$ cat src/logic/zx_pkg.sv
package zx_pkg;

  //////////////////////////////////////////////////
  // CPU bus widths
  //////////////////////////////////////////////////

  typedef logic [15:0] addr_t;     // Z80 address, A15..A0
  typedef logic [7:0]  data_t;     // Z80 data byte

  //////////////////////////////////////////////////
  // PSG and sound levels
  //////////////////////////////////////////////////

  // Tone half-period in ticks, 12 bits as on the AY
  typedef logic [11:0] period_t;

  typedef logic [3:0]  amp_t;      // Fixed channel amplitude
  typedef logic [3:0]  psg_sel_t;  // AY register index

  // Mixed level fed to the DAC
  typedef logic [7:0]  level_t;

  // Weights of the one-bit sources
  // Loudest source is the beeper, tape sounds sit lower
  localparam level_t spk_weight = 8'd96;
  localparam level_t ear_weight = 8'd32;
  localparam level_t mic_weight = 8'd16;

  // Each PSG channel adds twice its amplitude, up to 30 per channel
  // Worst case 96 + 32 + 16 + 90 = 234
  // So the sum never wraps in level_t

  // AY register map used here
  localparam psg_sel_t reg_mixer = 4'd7;   // Tone disable bits 2:0
  localparam psg_sel_t reg_amp_a = 4'd8;
  localparam psg_sel_t reg_amp_b = 4'd9;
  localparam psg_sel_t reg_amp_c = 4'd10;

endpackage
$ cat src/logic/zx_ifs.sv
`timescale 1ns/1ps

//////////////////////////////////////////////////
// CPU I/O bus as seen by the decoder
//////////////////////////////////////////////////

interface cpu_bus_if;
  import zx_pkg::*;

  addr_t addr;     // Full 16-bit port address
  data_t wdata;    // CPU data out
  logic  iorq_n;
  logic  rd_n;
  logic  wr_n;

  // Driven from the top-level pins
  modport ctrl (output addr, wdata, iorq_n, rd_n, wr_n);

  // Decoder side
  modport dec (input addr, wdata, iorq_n, rd_n, wr_n);

endinterface

//////////////////////////////////////////////////
// Register access path into the PSG
//////////////////////////////////////////////////

interface psg_reg_if;
  import zx_pkg::*;

  logic  sel_stb;   // Latch register index
  logic  data_stb;  // Write selected register
  data_t wdata;     // Latched write byte
  data_t rdata;     // Selected register, combinational

  modport host (output sel_stb, data_stb, wdata, input rdata);

  modport dev (input sel_stb, data_stb, wdata, output rdata);

endinterface

$ cat src/logic/zx_audio_io.sv
`timescale 1ns/1ps

module zx_audio_io #(
  parameter int PSG_DIV = 16
) (
  input  logic          clk,
  input  logic          rst_n,
  // CPU I/O bus
  input  zx_pkg::addr_t cpu_addr,
  input  zx_pkg::data_t cpu_dout,
  input  logic          iorq_n,
  input  logic          rd_n,
  input  logic          wr_n,
  output zx_pkg::data_t cpu_din,
  // Peripherals
  input  logic          ear,
  input  logic [4:0]    kbd_cols,
  input  logic [4:0]    joy,
  output logic [2:0]    border,
  output logic          audio_out
);
  import zx_pkg::*;

  cpu_bus_if bus_if ();
  psg_reg_if psg_if ();

  logic  ula_wr_stb;
  data_t ula_rdata;
  logic  mic;
  logic  spk;
  amp_t  ch_a;
  amp_t  ch_b;
  amp_t  ch_c;

  // Pins onto the internal bus
  assign bus_if.addr   = cpu_addr;
  assign bus_if.wdata  = cpu_dout;
  assign bus_if.iorq_n = iorq_n;
  assign bus_if.rd_n   = rd_n;
  assign bus_if.wr_n   = wr_n;

  //////////////////////////////////////////////////
  // I/O decode
  //////////////////////////////////////////////////

  io_decode u_decode (
    .clk        (clk),
    .rst_n      (rst_n),
    .bus        (bus_if.dec),
    .psg        (psg_if.host),
    .ula_wr_stb (ula_wr_stb),
    .ula_rdata  (ula_rdata),
    .joy        (joy),
    .cpu_din    (cpu_din)
  );

  //////////////////////////////////////////////////
  // Sound sources and mixer
  //////////////////////////////////////////////////

  ula_port u_ula (
    .clk      (clk),
    .rst_n    (rst_n),
    .wr_stb   (ula_wr_stb),
    .wdata    (psg_if.wdata),    // Byte latched by the decoder
    .ear      (ear),
    .kbd_cols (kbd_cols),
    .rdata    (ula_rdata),
    .border   (border),
    .mic      (mic),
    .spk      (spk)
  );

  psg_tone #(
    .PSG_DIV (PSG_DIV)
  ) u_psg (
    .clk  (clk),
    .rst_n(rst_n),
    .regs (psg_if.dev),
    .ch_a (ch_a),
    .ch_b (ch_b),
    .ch_c (ch_c)
  );

  audio_mixer u_mixer (
    .clk       (clk),
    .rst_n     (rst_n),
    .spk       (spk),
    .mic       (mic),
    .ear       (ear),
    .ch_a      (ch_a),
    .ch_b      (ch_b),
    .ch_c      (ch_c),
    .audio_out (audio_out)
  );

endmodule

$ cat src/logic/audio_mixer.sv
`timescale 1ns/1ps

module audio_mixer (
  input  logic         clk,
  input  logic         rst_n,
  input  logic         spk,
  input  logic         mic,
  input  logic         ear,
  input  zx_pkg::amp_t ch_a,
  input  zx_pkg::amp_t ch_b,
  input  zx_pkg::amp_t ch_c,
  output logic         audio_out
);
  import zx_pkg::*;

  level_t     src_sum;   // Unregistered mix
  level_t     level;     // Registered mix
  logic [8:0] acc;       // Carry in bit 8

  //////////////////////////////////////////////////
  // Mixer
  //////////////////////////////////////////////////

  always_comb begin
    // PSG channels count double
    src_sum = {3'b000, ch_a, 1'b0} + {3'b000, ch_b, 1'b0} + {3'b000, ch_c, 1'b0};
    if (spk) begin
      src_sum = src_sum + spk_weight;
    end
    if (ear) begin
      src_sum = src_sum + ear_weight;   // Tape input monitored on the speaker
    end
    if (mic) begin
      src_sum = src_sum + mic_weight;
    end
  end

  //////////////////////////////////////////////////
  // First-order sigma-delta DAC
  //////////////////////////////////////////////////

  always_ff @(posedge clk or negedge rst_n) begin
    if (!rst_n) begin
      level <= '0;
      acc   <= '0;
    end else begin
      level <= src_sum;
      // Old carry is dropped, only the residue is kept
      acc   <= {1'b0, acc[7:0]} + {1'b0, level};
    end
  end

  // Density of ones is level/256
  assign audio_out = acc[8];

endmodule

$ cat src/logic/psg_tone.sv
`timescale 1ns/1ps

module psg_tone #(
  parameter int PSG_DIV = 16         // clk cycles per tone tick
) (
  input  logic         clk,
  input  logic         rst_n,
  psg_reg_if.dev       regs,
  output zx_pkg::amp_t ch_a,
  output zx_pkg::amp_t ch_b,
  output zx_pkg::amp_t ch_c
);
  import zx_pkg::*;

  localparam int DIV_W = (PSG_DIV > 1) ? $clog2(PSG_DIV) : 1;
  localparam logic [DIV_W-1:0] DIV_LAST = DIV_W'(PSG_DIV - 1);

  psg_sel_t         sel;             // Index latched by FFFD
  data_t            per_lo [3];      // R0, R2, R4
  logic [3:0]       per_hi [3];      // R1, R3, R5
  data_t            mixer_en;        // R7, active low tone enables
  amp_t             amp [3];         // R8..R10
  logic [DIV_W-1:0] div_cnt;
  logic             tick;
  period_t          tone_last [3];   // Terminal count per channel
  period_t          tone_cnt [3];
  logic [2:0]       square;
  logic [2:0]       restart;         // Period write on this channel
  amp_t             ch_out [3];

  //////////////////////////////////////////////////
  // Register file
  //////////////////////////////////////////////////

  always_ff @(posedge clk or negedge rst_n) begin
    if (!rst_n) begin
      sel      <= '0;
      mixer_en <= '0;                // All tones enabled
      for (int i = 0; i < 3; i++) begin
        per_lo[i] <= '0;
        per_hi[i] <= '0;
        amp[i]    <= '0;
      end
    end else begin
      if (regs.sel_stb) begin
        sel <= regs.wdata[3:0];
      end
      if (regs.data_stb) begin
        case (sel)
          4'd0, 4'd2, 4'd4: per_lo[sel[2:1]] <= regs.wdata;
          4'd1, 4'd3, 4'd5: per_hi[sel[2:1]] <= regs.wdata[3:0];
          reg_mixer:        mixer_en <= regs.wdata;
          reg_amp_a:        amp[0] <= regs.wdata[3:0];
          reg_amp_b:        amp[1] <= regs.wdata[3:0];
          reg_amp_c:        amp[2] <= regs.wdata[3:0];
          default:          ;        // Noise, envelope, I/O not present
        endcase
      end
    end
  end

  // Readback of the selected register
  always_comb begin
    case (sel)
      4'd0, 4'd2, 4'd4: regs.rdata = per_lo[sel[2:1]];
      4'd1, 4'd3, 4'd5: regs.rdata = {4'b0000, per_hi[sel[2:1]]};
      reg_mixer:        regs.rdata = mixer_en;
      reg_amp_a:        regs.rdata = {4'b0000, amp[0]};
      reg_amp_b:        regs.rdata = {4'b0000, amp[1]};
      reg_amp_c:        regs.rdata = {4'b0000, amp[2]};
      default:          regs.rdata = 8'h00;
    endcase
  end

  //////////////////////////////////////////////////
  // Tick divider, replaces the separate AY clock
  //////////////////////////////////////////////////

  always_ff @(posedge clk or negedge rst_n) begin
    if (!rst_n) begin
      div_cnt <= '0;
    end else if (tick) begin
      div_cnt <= '0;
    end else begin
      div_cnt <= div_cnt + 1'b1;
    end
  end

  assign tick = (div_cnt == DIV_LAST);

  //////////////////////////////////////////////////
  // Tone counters
  //////////////////////////////////////////////////

  always_comb begin
    for (int i = 0; i < 3; i++) begin
      // Period 0 behaves as 1
      if ({per_hi[i], per_lo[i]} == 12'd0) begin
        tone_last[i] = '0;
      end else begin
        tone_last[i] = {per_hi[i], per_lo[i]} - 1'b1;
      end
      // Either period byte restarts the channel
      restart[i] = regs.data_stb && (sel[3:1] == 3'(i));
    end
  end

  always_ff @(posedge clk or negedge rst_n) begin
    if (!rst_n) begin
      square <= '0;
      for (int i = 0; i < 3; i++) begin
        tone_cnt[i] <= '0;
      end
    end else begin
      for (int i = 0; i < 3; i++) begin
        if (restart[i]) begin
          tone_cnt[i] <= '0;
        end else if (tick) begin
          if (tone_cnt[i] >= tone_last[i]) begin   // >= covers a shrinking period
            tone_cnt[i] <= '0;
            square[i]   <= ~square[i];
          end else begin
            tone_cnt[i] <= tone_cnt[i] + 1'b1;
          end
        end
      end
    end
  end

  // Disabled tone leaves a steady level
  always_comb begin
    for (int i = 0; i < 3; i++) begin
      ch_out[i] = (mixer_en[i] || square[i]) ? amp[i] : '0;
    end
  end

  assign ch_a = ch_out[0];
  assign ch_b = ch_out[1];
  assign ch_c = ch_out[2];

endmodule

$ cat src/logic/ula_port.sv
`timescale 1ns/1ps

module ula_port (
  input  logic          clk,
  input  logic          rst_n,
  input  logic          wr_stb,
  input  zx_pkg::data_t wdata,
  input  logic          ear,
  input  logic [4:0]    kbd_cols,
  output zx_pkg::data_t rdata,
  output logic [2:0]    border,
  output logic          mic,
  output logic          spk
);

  //////////////////////////////////////////////////
  // Port FE write side
  //////////////////////////////////////////////////

  // Bit layout on OUT (FE)
  //   7..5  unused
  //   4     speaker
  //   3     mic
  //   2..0  border colour
  always_ff @(posedge clk or negedge rst_n) begin
    if (!rst_n) begin
      border <= 3'b000;   // Black border
      mic    <= 1'b0;
      spk    <= 1'b0;
    end else if (wr_stb) begin
      border <= wdata[2:0];
      mic    <= wdata[3];
      spk    <= wdata[4];
    end
  end

  //////////////////////////////////////////////////
  // Port FE read side
  //////////////////////////////////////////////////

  // Keyboard columns are active low, pressed key reads 0
  // Bit 6 carries the tape input
  assign rdata = {1'b1, ear, 1'b1, kbd_cols};

endmodule

$ cat src/logic/io_decode.sv
`timescale 1ns/1ps

module io_decode (
  input  logic          clk,
  input  logic          rst_n,
  cpu_bus_if.dec        bus,
  psg_reg_if.host       psg,
  output logic          ula_wr_stb,
  input  zx_pkg::data_t ula_rdata,
  input  logic [4:0]    joy,
  output zx_pkg::data_t cpu_din
);

  logic io_wr;        // Write cycle in progress
  logic io_rd;        // Read cycle in progress
  logic wr_seen;      // Write cycle seen on last edge
  logic wr_first;     // First cycle of a write
  logic ay_sel_hit;   // FFFD
  logic ay_dat_hit;   // BFFD
  logic ula_hit;      // Any even port
  logic joy_hit;      // Kempston port 1F

  //////////////////////////////////////////////////
  // Port address decode
  //////////////////////////////////////////////////

  // AY ports only look at A15, A14 and A1..A0, as on the 128K
  assign ay_sel_hit = bus.addr[15] && bus.addr[14] && (bus.addr[1:0] == 2'b01);
  assign ay_dat_hit = bus.addr[15] && !bus.addr[14] && (bus.addr[1:0] == 2'b01);
  assign ula_hit    = !bus.addr[0];                  // ULA answers every even port
  assign joy_hit    = (bus.addr[7:0] == 8'h1F);

  assign io_wr = !bus.iorq_n && !bus.wr_n;
  assign io_rd = !bus.iorq_n && !bus.rd_n;

  // Rising edge of the write condition
  assign wr_first = io_wr && !wr_seen;

  //////////////////////////////////////////////////
  // Write pulses
  //////////////////////////////////////////////////

  always_ff @(posedge clk or negedge rst_n) begin
    if (!rst_n) begin
      wr_seen      <= 1'b0;
      psg.sel_stb  <= 1'b0;
      psg.data_stb <= 1'b0;
      ula_wr_stb   <= 1'b0;
    end else begin
      wr_seen      <= io_wr;
      // One pulse per bus cycle, however long the strobes last
      psg.sel_stb  <= wr_first && ay_sel_hit;
      psg.data_stb <= wr_first && ay_dat_hit;
      ula_wr_stb   <= wr_first && ula_hit;
    end
  end

  // Write byte captured together with the pulse
  always_ff @(posedge clk or negedge rst_n) begin
    if (!rst_n) begin
      psg.wdata <= '0;
    end else if (wr_first) begin
      psg.wdata <= bus.wdata;
    end
  end

  //////////////////////////////////////////////////
  // Read data multiplexer
  //////////////////////////////////////////////////

  always_comb begin
    cpu_din = 8'hFF;                     // Floating bus
    if (io_rd) begin
      if (ay_sel_hit) begin
        cpu_din = psg.rdata;             // AY register readback
      end else if (joy_hit) begin
        cpu_din = {3'b000, joy};         // Kempston, active high
      end else if (ula_hit) begin
        cpu_din = ula_rdata;
      end
    end
  end

endmodule

$ cat config.mk
export PLATFORM = sky130hd
export DESIGN_NAME = zx_audio_io
export DESIGN_NICKNAME = d
export VERILOG_FILES = /design/src/logic/zx_pkg.sv /design/src/logic/zx_ifs.sv /design/src/logic/zx_audio_io.sv /design/src/logic/audio_mixer.sv /design/src/logic/psg_tone.sv /design/src/logic/ula_port.sv /design/src/logic/io_decode.sv
export SDC_FILE = /design/constraint.sdc
export NUM_CORES = 1
export LEC_CHECK = 0
export ABC_AREA = 1
export BUFFER_PORTS_ARGS = -buffer_cell sky130_fd_sc_hd__buf_2
export CAP_MARGIN = 15
export CORE_AREA = 2 2 115 200
export CTS_CLUSTER_SIZE = 8
export DETAILED_ROUTE_END_ITERATION = 12
export DIE_AREA = 0 0 117 202
export PLACE_DENSITY_LB_ADDON = 0.3
export SLEW_MARGIN = 20
export SYNTH_ARGS = -nofsm -noshare
export SYNTH_HDL_FRONTEND = slang
export SYNTH_SLANG_ARGS = --single-unit
$ cat constraint.sdc
create_clock -name clk -period 8.3 [get_ports clk]
set_input_delay 0.83 -clock clk [delete_from_list [all_inputs] [get_ports clk]]
set_output_delay 0.83 -clock clk [all_outputs]
set_load 0.02 [all_outputs]
==> results of run 1 <==
-- worst max-delay path: cells and delay by family, from the launching register on --
family / cells / cell delay (ps)
and+or+nand+nor: 12 / 1660
DFF: 1 / 390
buffers and inverters: 1 / 50
adders and majority gates: 5 / 1650
-- per-layer routing --
metal  global-route usage  up-vias
met5                    0        -
met4              0.08487        0
met3              0.03118       42
met2               0.3400      147
met1               0.2189     3364
li1                     -     3770
-- Yosys cell counts, drive strengths merged --
library cell / n / area, sq um
and2: 1 / 6.260
o22ai: 15 / 93.84
o211ai: 2 / 15.01
buf: 8 / 68.81
nand2: 252 / 978.4
a22o: 1 / 8.760
or2: 12 / 75.07
and3: 3 / 18.77
clkinv: 2 / 8.750
o31ai: 4 / 30.03
nand3b: 5 / 37.54
a21oi: 42 / 210.2
nand3: 79 / 400.4
o221ai: 5 / 43.79
fa: 3 / 60.06
nand4: 14 / 87.58
xnor2: 10 / 87.58
a21o: 3 / 22.52
o21a: 3 / 22.52
nor3: 12 / 70.07
o2111ai: 2 / 17.52
a22oi: 4 / 30.03
nor2: 153 / 698.2
clkbuf: 6 / 22.52
xor2: 29 / 254.0
dfrtp: 135 / 3378
inv: 129 / 491.7
o21ai: 102 / 540.5
o21bai: 5 / 37.54
o2bb2ai: 1 / 8.760
ha: 64 / 800.8
nor4: 5 / 31.28
-- logic make-up (layout without fill, tap and decap cells) --
family / after synthesis / count (layout)
AND/OR/NAND/NOR: 536 / 536
AO/OA/AOI/OAI: 189 / 189
adder cells (fa/ha/maj): 67 / 67
buffers and inverters: 145 / 207
XOR/XNOR: 39 / 39
flip-flops: 135 / 135
-- worst max path at each step --
stage,slack (ps),cells after the start,startpoint,to
floorplan,4710,18,u_psg.square[1],u_mixer.level[7]
global placement,4480,18,u_psg.square[1],u_mixer.level[7]
detailed placement,4440,18,u_psg.square[1],u_mixer.level[7]
CTS,4430,18,u_psg.square[1],u_mixer.level[7]
global route,4080,19,u_psg.square[1],u_mixer.level[7]
finish,4430,18,u_psg.square[0],u_mixer.level[7]
-- registers in the layout (all words and copies together), names as in the netlist --
signal	flops
u_mixer.acc	8
u_decode.psg.sel_stb	1
u_mixer.level	7
u_decode.wr_seen	1
u_psg.mixer_en	8
u_psg.sel	4
u_decode.psg.data_stb	1
u_decode.psg.wdata	8
u_psg.amp	12
u_ula.mic	1
u_psg.per_hi	12
u_decode.ula_wr_stb	1
u_psg.div_cnt	4
u_psg.per_lo	24
u_ula.spk	1
u_psg.tone_cnt	36
u_psg.square	3
u_ula.border	3
-- layout make-up --
cell class | instances | area (sq um)
fillers | 2246 | 12380
multi-input cells | 831 | 4687
flip-flops and latches | 135 | 3378
inverters | 131 | 500.5
clock buffers | 21 | 460.4
well taps | 296 | 370.4
repair buffers | 46 | 239.0
clock inverters | 9 | 55.05
-- cell usage in the layout, fill, tap and decap left out, types with 6 or more instances in the layout --
| master | n |
|---|---|
| o21ai_0 | 88 |
| nor2_1 | 139 |
| nand2_1 | 245 |
| clkbuf_16 | 17 |
| o21ai_2 | 8 |
| inv_1 | 120 |
| o22ai_1 | 15 |
| xor2_1 | 29 |
| xnor2_1 | 10 |
| ha_1 | 64 |
| o21ai_1 | 6 |
| inv_2 | 6 |
| dfrtp_1 | 135 |
| clkinv_2 | 7 |
| a21oi_1 | 42 |
| nand3_1 | 78 |
| nor3_1 | 10 |
| or2_2 | 12 |
| buf_2 | 44 |
| nand4_1 | 14 |
-- stage by stage --
stage / std cells / power (W) / worst slack, ps / util / cell area, sq um
finish: 1469 / 0.002251 / 4435 / 0.4391 / 9691
global route: 1469 / 0.002422 / 4077 / 0.4391 / 9691
CTS: 1469 / 0.002277 / 4426 / 0.4391 / 9691
detailed placement: 1439 / 0.001591 / 4441 / 0.4157 / 9175
global placement: 1439 / 0.001568 / 4483 / 0.4157 / 9175
floorplan: 1111 / 0.001387 / 4710 / - / 8657
-- power groups by stage --
stage	Combinational (W)	Clock, W	Sequential (W)
after global placement	0.000741	0	0.000827
after CTS	0.000769	0.000690	0.000818
after global routing	0.000881	0.000711	0.000830
after floorplan	0.000574	0	0.000813
final	0.000762	0.000671	0.000818
after detailed placement	0.000762	0	0.000829
==> results.txt, run 1 <==
----------------------------------------------------
[Status]
  Outcome ... completed

[Route]
  Top metal layer carrying routed signals ... met4
  Amount of wire on met3 after detailed routing ... 637 um
  Initial detailed-routing violation count ... 309
  Routed Antenna Nets ... 0
  Met1 wire length ... 8.526 mm
  Overall via count from detail_route ... around 7300
  Detailed-router iteration count before antenna repair ... 5
  Per-cell via count in the routed design ... 4.985
  Overall routed net length ... 20.92 mm
  Routed wire length per instance ... 14.24 um
  Met2 WL post-DR ... 11.05 mm
  Post-detailed-route DRC marker count ... 0

[Job]
  Max-cap viol count ... 0

[Clock tree]
  Clock transition at the registers of the reported paths ... 60 ps
  Number of hold buffers added after cts ... 0
  Count of clock tree sinks ... 135
  Max Buffers Root-to-Sink ... 2
  Clock root buffer master ... clkbuf_16
  Cts bufs inserted ... 17
  Clock tree from TritonCTS ... done
  Gates resized, CTS repair ... 0
  Clock latency of the later-clocked register in the worst-skew pair ... between 400 and 500 ps
  H-Tree Depth ... 4
  Number of post-CTS setup repair buffers ... 0

[Die]
  Vertical extent of the die ... 202 um
  Initial cell density of the core ... 0.3922
  Die X ... about 120 um
  I/O pins ... 52
  Std cell rows ... 72
  Core Footprint ... 22070 sq um
  Die ar. ... 23630 sq um

[Synth]
  Summed instance area of the synthesized netlist ... about 8700 sq um
  Post-synthesis mux area share ... 0
  Cell variety after synth ... between 40 and 50
  Fraction of the mapped netlist area in adder cells ... 0.09944
  Post-synthesis xor/xnor area fraction ... 0.03946
  Total of flip-flops plus latches after synthesis ... 135
  Post-synth net total ... 1218
  Post-synthesis compound-gate area fraction ... 0.1249
  Gate count of the mapped netlist ... 1111
  Total of warnings raised by yosys ... 0
  Synth Area in Simple Gates ... 0.2776
  Register area share after synthesis ... 0.3902
  Average instance area after synthesis ... between 7 and 8 sq um
  Combinational family with the most area after synthesis ... simple AND/OR/NAND/NOR gates

[Timing]
  Count of final setup violators ... 0
  Hold violation count in the final report ... 0
  Worst slew margin ... 0.4350
  Portion of the clock cycle consumed by the worst path in the final layout ... 0.4657
  Final hold slack ... between 300 and 400 ps
  RSZ-0062 raised after global routing ... no
  F_max ... 0.2587 GHz
  Crit path time final ... 3865 ps
  Summed negative setup slack over all endpoints ... 0 ps
  Slew Limit Fails ... 0
  Actual transition at the worst max-transition pin ... 847.5 ps
  Worst clock skew ... 6.285 ps

[Power and ir drop]
  Logic pwr share ... 0.339
  Switching fraction of total power ... 0.3753
  Net switching power figure ... approximately 0.00084 W
  Peak supply drop ... around 0.00013 V
  Areal power density over the cells ... 232.3 nW/um^2
  Static leakage ... slightly below 5 nW
  Cell internal pwr ... 0.001406 W
  Proportion of power drawn by the clock network ... 0.298
  Sequential fraction of design power ... 0.363

[GRT]
  First-pass GRT wire length ... 35.13 mm
  Global-route usage over all layers ... 0.1907
  Total congestion overflow after global routing ... 0
  Largest net degree at the start of global routing ... 70
  Number of antenna violations at the first check in global routing ... 0
  Vias in the first global route ... 7214

[Critical path]
  CP dominant cell by count ... nand2_1
  Critical Path AT ... 4190 ps
  Worst-path cell chain ... nor2_1, nor2_1, ha_1, fa_1, fa_1, nand3_1, nand3_1, nand2_1, nand2_1, ha_1, or2_2, nand2_1, ha_1, or2_2, nand2_1, inv_1, nand3_1, nand2_1
  Endpoint of the most critical register-to-register path ... u_mixer.level[7]
  Register-to-Register Setup Slack ... between 4000 and 5000 ps
  Data required time at the worst endpoint ... 8620 ps
  Worst path slowest cell ... fa_1
  Worst Path Max Fanout ... 4
  Category of the most critical setup path ... register to register
  Kind of end point of the critical path ... register
  Delay of the slowest critical-path stage ... 490 ps
  Crit path launch type ... register
  RR Startpoint ... u_psg.square[0]
  R2r worst-path depth ... 18

[Final layout]
  Diodes inserted ... 0
  Layout area overhead ... 11.94%
  Fraction of layout instances using a drive strength above 1 ... 0.1091
  Net count reported at finish ... 1269

[Placed design]
  Routability-driven placement congestion ratio ... 0.9624
  Port Buffers ... 45
  Estimated wirelength of the detail-placed design ... 16.06 mm

[Min path]
  Min-delay worst type ... input port to asynchronous set/reset pin

----------------------------------------------------
No activity file was read; power rests on OpenSTA's default activity.
==> inputs of run 2 (changes only) <==
==> constraint.sdc (replaced) <==
create_clock -name clk -period 3.3 [get_ports clk]
set_input_delay 0.33 -clock clk [delete_from_list [all_inputs] [get_ports clk]]
set_output_delay 0.33 -clock clk [all_outputs]
set_load 0.02 [all_outputs]
==> results.txt, run 2 (synthesized netlist as in run 1, its figures left out) <==
----------------------------------------------------
[Route]
  Initial detailed-routing violation count ... 312
  Per-cell via count in the routed design ... 4.971
  Post-detailed-route DRC marker count ... 0
  Detailed-router iteration count before antenna repair ... 5
  Routed wire length per instance ... 14.51 um
  Overall routed net length ... 21.81 mm
  Overall via count from detail_route ... 7472
  Routed Antenna Nets ... 0

[Timing]
  F_max ... 0.2946 GHz
  Worst clock skew ... 6.941 ps
  Portion of the clock cycle consumed by the worst path in the final layout ... 1.029
  Summed negative setup slack over all endpoints ... -170.1 ps
  Worst slew margin ... 0.5086
  Hold violation count in the final report ... 0
  Actual transition at the worst max-transition pin ... around 730 ps
  Crit path time final ... approximately 3400 ps
  RSZ-0062 raised after global routing ... yes
  Slew Limit Fails ... 0
  Post-route setup slack ... -94.50 ps
  Count of final setup violators ... 2

[Placed design]
  Number of placed instances with taps included ... 1458
  Port Buffers ... 45
  Placement-stage worst setup slack ... -198.3 ps
  Routability-driven placement congestion ratio ... between 0.8 and 0.9
  Estimated wirelength of the detail-placed design ... 16.64 mm

[Final layout]
  Layout area overhead ... 16.59%
  Filler cell count in the final layout ... between 2000 and 2500
  Most common cell after layout, fill and taps aside ... nand2_1
  Leading registers by flop count ... u_psg.tone_cnt: 36 flops, u_psg.per_lo: 24 flops
  Fraction of layout instances using a drive strength above 1 ... 0.1508
  Net count reported at finish ... 1301
  Post-Route Utilization ... 0.4573
  Diodes inserted ... 0
  Top register by number of flip-flops ... u_psg.tone_cnt
  Max FFs per register ... 36
  Area taken by flip-flops and latches ... 3378 sq um
  Leading cell types in the layout, fill and taps excluded ... 242 x nand2_1, 135 x dfrtp_1, 134 x nor2_1
  Multi-input logic area ... 4783 sq um
  Number of standard cells in the final layout excluding fillers ... roughly 1500

[Status]
  Violations in the final reports ... negative setup slack
  Outcome ... complete, but fails checks

[GRT]
  First-pass GRT wire length ... ~37 mm
  Number of antenna violations at the first check in global routing ... 0
  Largest net degree at the start of global routing ... 80
  Vias in the first global route ... 7638
  Global-route usage over all layers ... 0.1997
  Total congestion overflow after global routing ... 0

[Min path]
  Min-delay worst type ... input port to register

[Power and ir drop]
  Proportion of power drawn by the clock network ... 0.315
  Net switching power figure ... 0.002244 W
  Peak supply drop ... about 0.00048 V
  Sequential fraction of design power ... 0.344
  Overall power ... ~0.006 W
  Logic pwr share ... 0.341
  Cell internal pwr ... between 0.003 and 0.004 W
  Areal power density over the cells ... around 590 nW/um^2
  Switching fraction of total power ... 0.3745
  Static leakage ... 5.086 nW

[Clock tree]
  Clock tree from TritonCTS ... done
  Clock transition at the registers of the reported paths ... 60 ps
  Max Buffers Root-to-Sink ... 2
  Count of clock tree sinks ... ~140
  H-Tree Depth ... 4
  Clock latency of the later-clocked register in the worst-skew pair ... 430 ps
  Clock root buffer master ... clkbuf_16
  Cts bufs inserted ... 17

[Critical path]
  Kind of end point of the critical path ... register
  Category of the most critical setup path ... register to register
  Data required time at the worst endpoint ... 3620 ps
  Crit path launch type ... register
  Worst-path cell chain ... nor2_4, nor2_2, ha_2, fa_2, xor2_1, ha_1, nand3_1, nand2_1, nand2_1, nand2_1, nand2_1, ha_1, or2_4, nand2_4, ha_4, or2_4, nand2_4, inv_2, nand3_2, nand2_1
  Worst path slowest cell ... dfrtp_1
  Top delay family on crit path ... adder cells
  CP dominant cell by count ... nand2_1
  Delay of the slowest critical-path stage ... between 400 and 500 ps
  Worst Path Max Fanout ... 5
  Buffers and inverters on the worst path ... 1
  Critical Path AT ... 3710 ps

[Die]
  Initial cell density of the core ... 0.3922
  Core Footprint ... 22070 sq um
  I/O pins ... 52
  Std cell rows ... 72
  Die ar. ... 23630 sq um
  Die X ... 117 um
  Vertical extent of the die ... 202 um

[Job]
  Max-cap viol count ... 0

----------------------------------------------------
run 2: cell count changes in the layout (fill, tap and decap cells not counted), moves of 3 or more:
| cell | change |
|---|---|
| nand2_1 | -3 |
| nand3_1 | -4 |
| nor2_2 | +3 |
| buf_4 | +31 |
| inv_2 | +3 |
| inv_6 | +3 |
| nand3_2 | +4 |
| nor2_1 | -5 |
| clkinv_2 | -4 |
run 2: per-stage QoR:
step / hold slack [ps] / cell area, sq um
CTS: 61.52 / 10020
detailed placement: 423.3 / 9338
global placement: 426.0 / 9338
finish: 72.67 / 10090
global route: 64.68 / 10090
floorplan: 34.41 / 8677
run 2: layout make-up:
type	instances	share of cell area
tap	296	0.03669
sequential	135	0.3347
clock inverter	13	0.01450
inverter	131	0.04958
multi-input combinational	831	0.4739
timing repair buffer	78	0.04773
clock buffer	19	0.04289
run 2: final timing paths:
kind	start	endpoint	slack [ps]	cells after the start
max	u_psg.mixer_en[1]	u_mixer.level[7]	-90	20
min	wr_n	u_decode.wr_seen	70	2
max reg2reg	u_psg.mixer_en[1]	u_mixer.level[7]	-90	20
min reg2reg	u_mixer.level[1]	u_mixer.acc[1]	470	1
max in group asynchronous	rst_n	u_mixer.acc[2]	1980	3
min in group asynchronous	rst_n	u_psg.tone_cnt[28]	530	2
run 2: power by group through the flow:
stage	clock network (W)	logic, W	registers, W
2_1_floorplan	0	0.00145	0.00205
3_3_place_gp	0	0.00195	0.00208
3_5_place_dp	0	0.00200	0.00208
4_1_cts	0.00193	0.00204	0.00206
5_1_grt	0.00201	0.00236	0.00209
6_report	0.00189	0.00204	0.00206
run 2: what timing repair did:
item	in CTS	in global routing
pin swaps	13	13
hold buffers	1	0
resized for setup	7	13
setup buffers	8	4
endpoints found under the setup margin	2	16
hold endpoints to repair	76	0
run 2: per-layer routing:
metal  global-route usage  routed length, um  part of all wire  up-vias
li1                     -                  -                 -     3839
met1               0.2276               8830              0.40     3433
met2               0.3578              11610              0.53      148
met3              0.02549                496             0.023       52
met4              0.09916                872             0.040        0
met5                    0                  0                 0        -
run 2: worst register-to-register path: stages, from the launching register on:
cell and delay (ps):
dfrtp_1 410, nor2_4 170, nor2_2 50, ha_2 190
fa_2 350, xor2_1 150, ha_1 360, nand3_1 90
nand2_1 100, nand2_1 70, nand2_1 70, nand2_1 50
ha_1 290, or2_4 240, nand2_4 70, ha_4 190
or2_4 230, nand2_4 70, inv_2 40, nand3_2 40
nand2_1 40
==> inputs of run 3 (changes only) <==
--- a/config.mk
+++ b/config.mk
@@ -8,10 +8,11 @@
 export ABC_AREA = 1
 export BUFFER_PORTS_ARGS = -buffer_cell sky130_fd_sc_hd__buf_2
 export CAP_MARGIN = 15
-export CORE_AREA = 2 2 115 200
+export CORE_AREA = 4 4 117 202
 export CTS_CLUSTER_SIZE = 8
 export DETAILED_ROUTE_END_ITERATION = 12
-export DIE_AREA = 0 0 117 202
+export DIE_AREA = 0 0 121 206
+export GPL_TIMING_DRIVEN = 0
 export PLACE_DENSITY_LB_ADDON = 0.3
 export SLEW_MARGIN = 20
 export SYNTH_ARGS = -nofsm -noshare
==> constraint.sdc (replaced) <==
create_clock -name clk -period 3.3 [get_ports clk]
set_input_delay 0.66 -clock clk [delete_from_list [all_inputs] [get_ports clk]]
set_output_delay 0.66 -clock clk [all_outputs]
set_load 0.02 [all_outputs]
==> results.txt, run 3 (synthesized netlist as in run 1, its figures left out) <==
----------------------------------------------------
[Status]
  Outcome ... complete, but fails checks
  Violations in the final reports ... negative setup slack

[Critical path]
  Buffers and inverters on the worst path ... 1
  Delay of the slowest critical-path stage ... roughly 460 ps
  Critical Path AT ... 3760 ps
  Endpoint of the most critical register-to-register path ... u_mixer.level[7]
  Crit path launch type ... register
  CP dominant cell by count ... nand2_1
  Worst-path cell chain ... nor2_4, nor2_2, ha_2, fa_2, xor2_1, ha_1, a21oi_1, nand2_1, nand2_1, nand2_1, nand2_1, ha_1, or2_4, nand2_2, ha_4, or2_4, nand2_4, inv_2, nand3_2, nand2_1
  Worst path slowest cell ... dfrtp_2
  RR Startpoint ... u_psg.square[1]
  R2r worst-path depth ... 20
  Category of the most critical setup path ... register to register
  Worst Path Max Fanout ... 5
  Register-to-Register Setup Slack ... -130 ps
  Data required time at the worst endpoint ... 3630 ps
  Top delay family on crit path ... adder cells
  Kind of end point of the critical path ... register

[Timing]
  Worst slew margin ... 0.4811
  Final hold slack ... 130.7 ps
  Slew Limit Fails ... 0
  Summed negative setup slack over all endpoints ... -260.8 ps
  Post-route setup slack ... -130.0 ps
  Count of final setup violators ... 3
  Hold violation count in the final report ... 0
  Actual transition at the worst max-transition pin ... around 780 ps
  Crit path time final ... 3430 ps
  Portion of the clock cycle consumed by the worst path in the final layout ... 1.039
  RSZ-0062 raised after global routing ... yes
  Worst clock skew ... approximately 5.7 ps
  F_max ... 0.2915 GHz

[Route]
  Routed Antenna Nets ... 0
  Amount of wire on met3 after detailed routing ... 792 um
  Post-detailed-route DRC marker count ... 0
  Met2 WL post-DR ... 11.61 mm
  Met1 wire length ... just under 9 mm
  Top metal layer carrying routed signals ... met4
  Detailed-router iteration count before antenna repair ... 5
  Overall via count from detail_route ... 7555
  Overall routed net length ... 22.26 mm
  Routed wire length per instance ... about 15 um
  Initial detailed-routing violation count ... 317
  Per-cell via count in the routed design ... around 5

[Final layout]
  Most common cell after layout, fill and taps aside ... nand2_1
  Area taken by flip-flops and latches ... between 3000 and 4000 sq um
  Max FFs per register ... 36
  Net count reported at finish ... 1294
  Fraction of layout instances using a drive strength above 1 ... 0.1467
  Top register by number of flip-flops ... u_psg.tone_cnt
  Leading cell types in the layout, fill and taps excluded ... 240 x nand2_1, 134 x dfrtp_1, 130 x nor2_1
  Filler cell count in the final layout ... approximately 2200
  Post-Route Utilization ... 0.4590
  Diodes inserted ... 0
  Layout area overhead ... 17.01%
  Leading registers by flop count ... u_psg.tone_cnt: 36 flops, u_psg.per_lo: 24 flops
  Multi-input logic area ... roughly 4800 sq um

[GRT]
  Largest net degree at the start of global routing ... 78
  Number of antenna violations at the first check in global routing ... 0
  Total congestion overflow after global routing ... 0
  Global-route usage over all layers ... 0.1874
  Vias in the first global route ... roughly 7500
  First-pass GRT wire length ... 36.40 mm

[Clock tree]
  Max Buffers Root-to-Sink ... 2
  H-Tree Depth ... 4
  Cts bufs inserted ... 17
  Count of clock tree sinks ... 135
  Clock tree from TritonCTS ... done
  Clock latency of the later-clocked register in the worst-skew pair ... 440 ps
  Clock root buffer master ... clkbuf_16
  Clock transition at the registers of the reported paths ... 60 ps

[Power and ir drop]
  Peak supply drop ... 0.0004073 V
  Static leakage ... between 5 and 6 nW
  Areal power density over the cells ... 612.0 nW/um^2

[Die]
  Core Footprint ... 22070 sq um
  Die X ... 121 um
  Vertical extent of the die ... 206 um
  Std cell rows ... 72
  Die ar. ... 24930 sq um
  Initial cell density of the core ... 0.3922
  I/O pins ... 52

[Min path]
  Min-delay worst type ... input port to asynchronous set/reset pin

[Placed design]
  Estimated wirelength of the detail-placed design ... 17.14 mm
  Placement-stage worst setup slack ... -324.1 ps
  Port Buffers ... 44
  Routability-driven placement congestion ratio ... 0.9448

[Job]
  Max-cap viol count ... 0

----------------------------------------------------
[run 3: changes by cell type in the layout (fill, tap and decap cells not counted), sizes merged]
cell and delta:
dlygate4sd3 -1, bufinv +3, clkinv +2, clkbuf +4, inv -3, buf -12
[run 3: cell type report]
| cell class | count | area share |
|---|---|---|
| Multi-Input combinational cell | 831 | 0.4726 |
| Clock inverter | 15 | 0.02248 |
| Inverter | 131 | 0.04941 |
| Clock buffer | 17 | 0.04200 |
| Timing Repair Buffer | 57 | 0.03434 |
| Sequential cell | 135 | 0.3336 |
| Buffer | 14 | 0.009017 |
| Tap cell | 296 | 0.03656 |
[run 3: worst max-delay path by stage]
stage                            from          endpoint  slack (ps)  depth (start not counted)
floorplan           u_psg.mixer_en[0]  u_mixer.level[7]           4                         20
global placement                rst_n    u_mixer.acc[3]        -360                          1
detailed placement    u_psg.square[1]  u_mixer.level[7]        -320                         20
CTS                   u_psg.square[1]  u_mixer.level[7]        -120                         20
global route          u_psg.square[1]  u_mixer.level[7]        -330                         22
finish                u_psg.square[1]  u_mixer.level[7]        -130                         20
[run 3: per-layer routing]
metal,track usage,up-vias
li1,-,3826
met1,0.1984,3517
met2,0.3388,156
met3,0.03806,56
met4,0.1110,0
met5,0,-
[run 3: report_power, final]
group,internal [W],switching [W]
combinational,0.000756,0.00124
sequential,0.00186,0.000224
clock,0.00134,0.000771
total,0.00396,0.00224
[run 3: timing repair]
action	in CTS	in global routing
setup buffers	8	4
pin swaps	8	7
setup endpoints to repair	2	21
gates cloned	0	0
hold buffers	0	0
resized for setup	9	13
[run 3: per-stage QoR]
step	power, W	instance area [sq um]	instances
global route	0.006639	10130	1496
floorplan	0.003497	8677	1111
finish	0.006200	10130	1496
global placement	0.004003	9268	1451
CTS	0.006231	10060	1492
detailed placement	0.004048	9305	1452
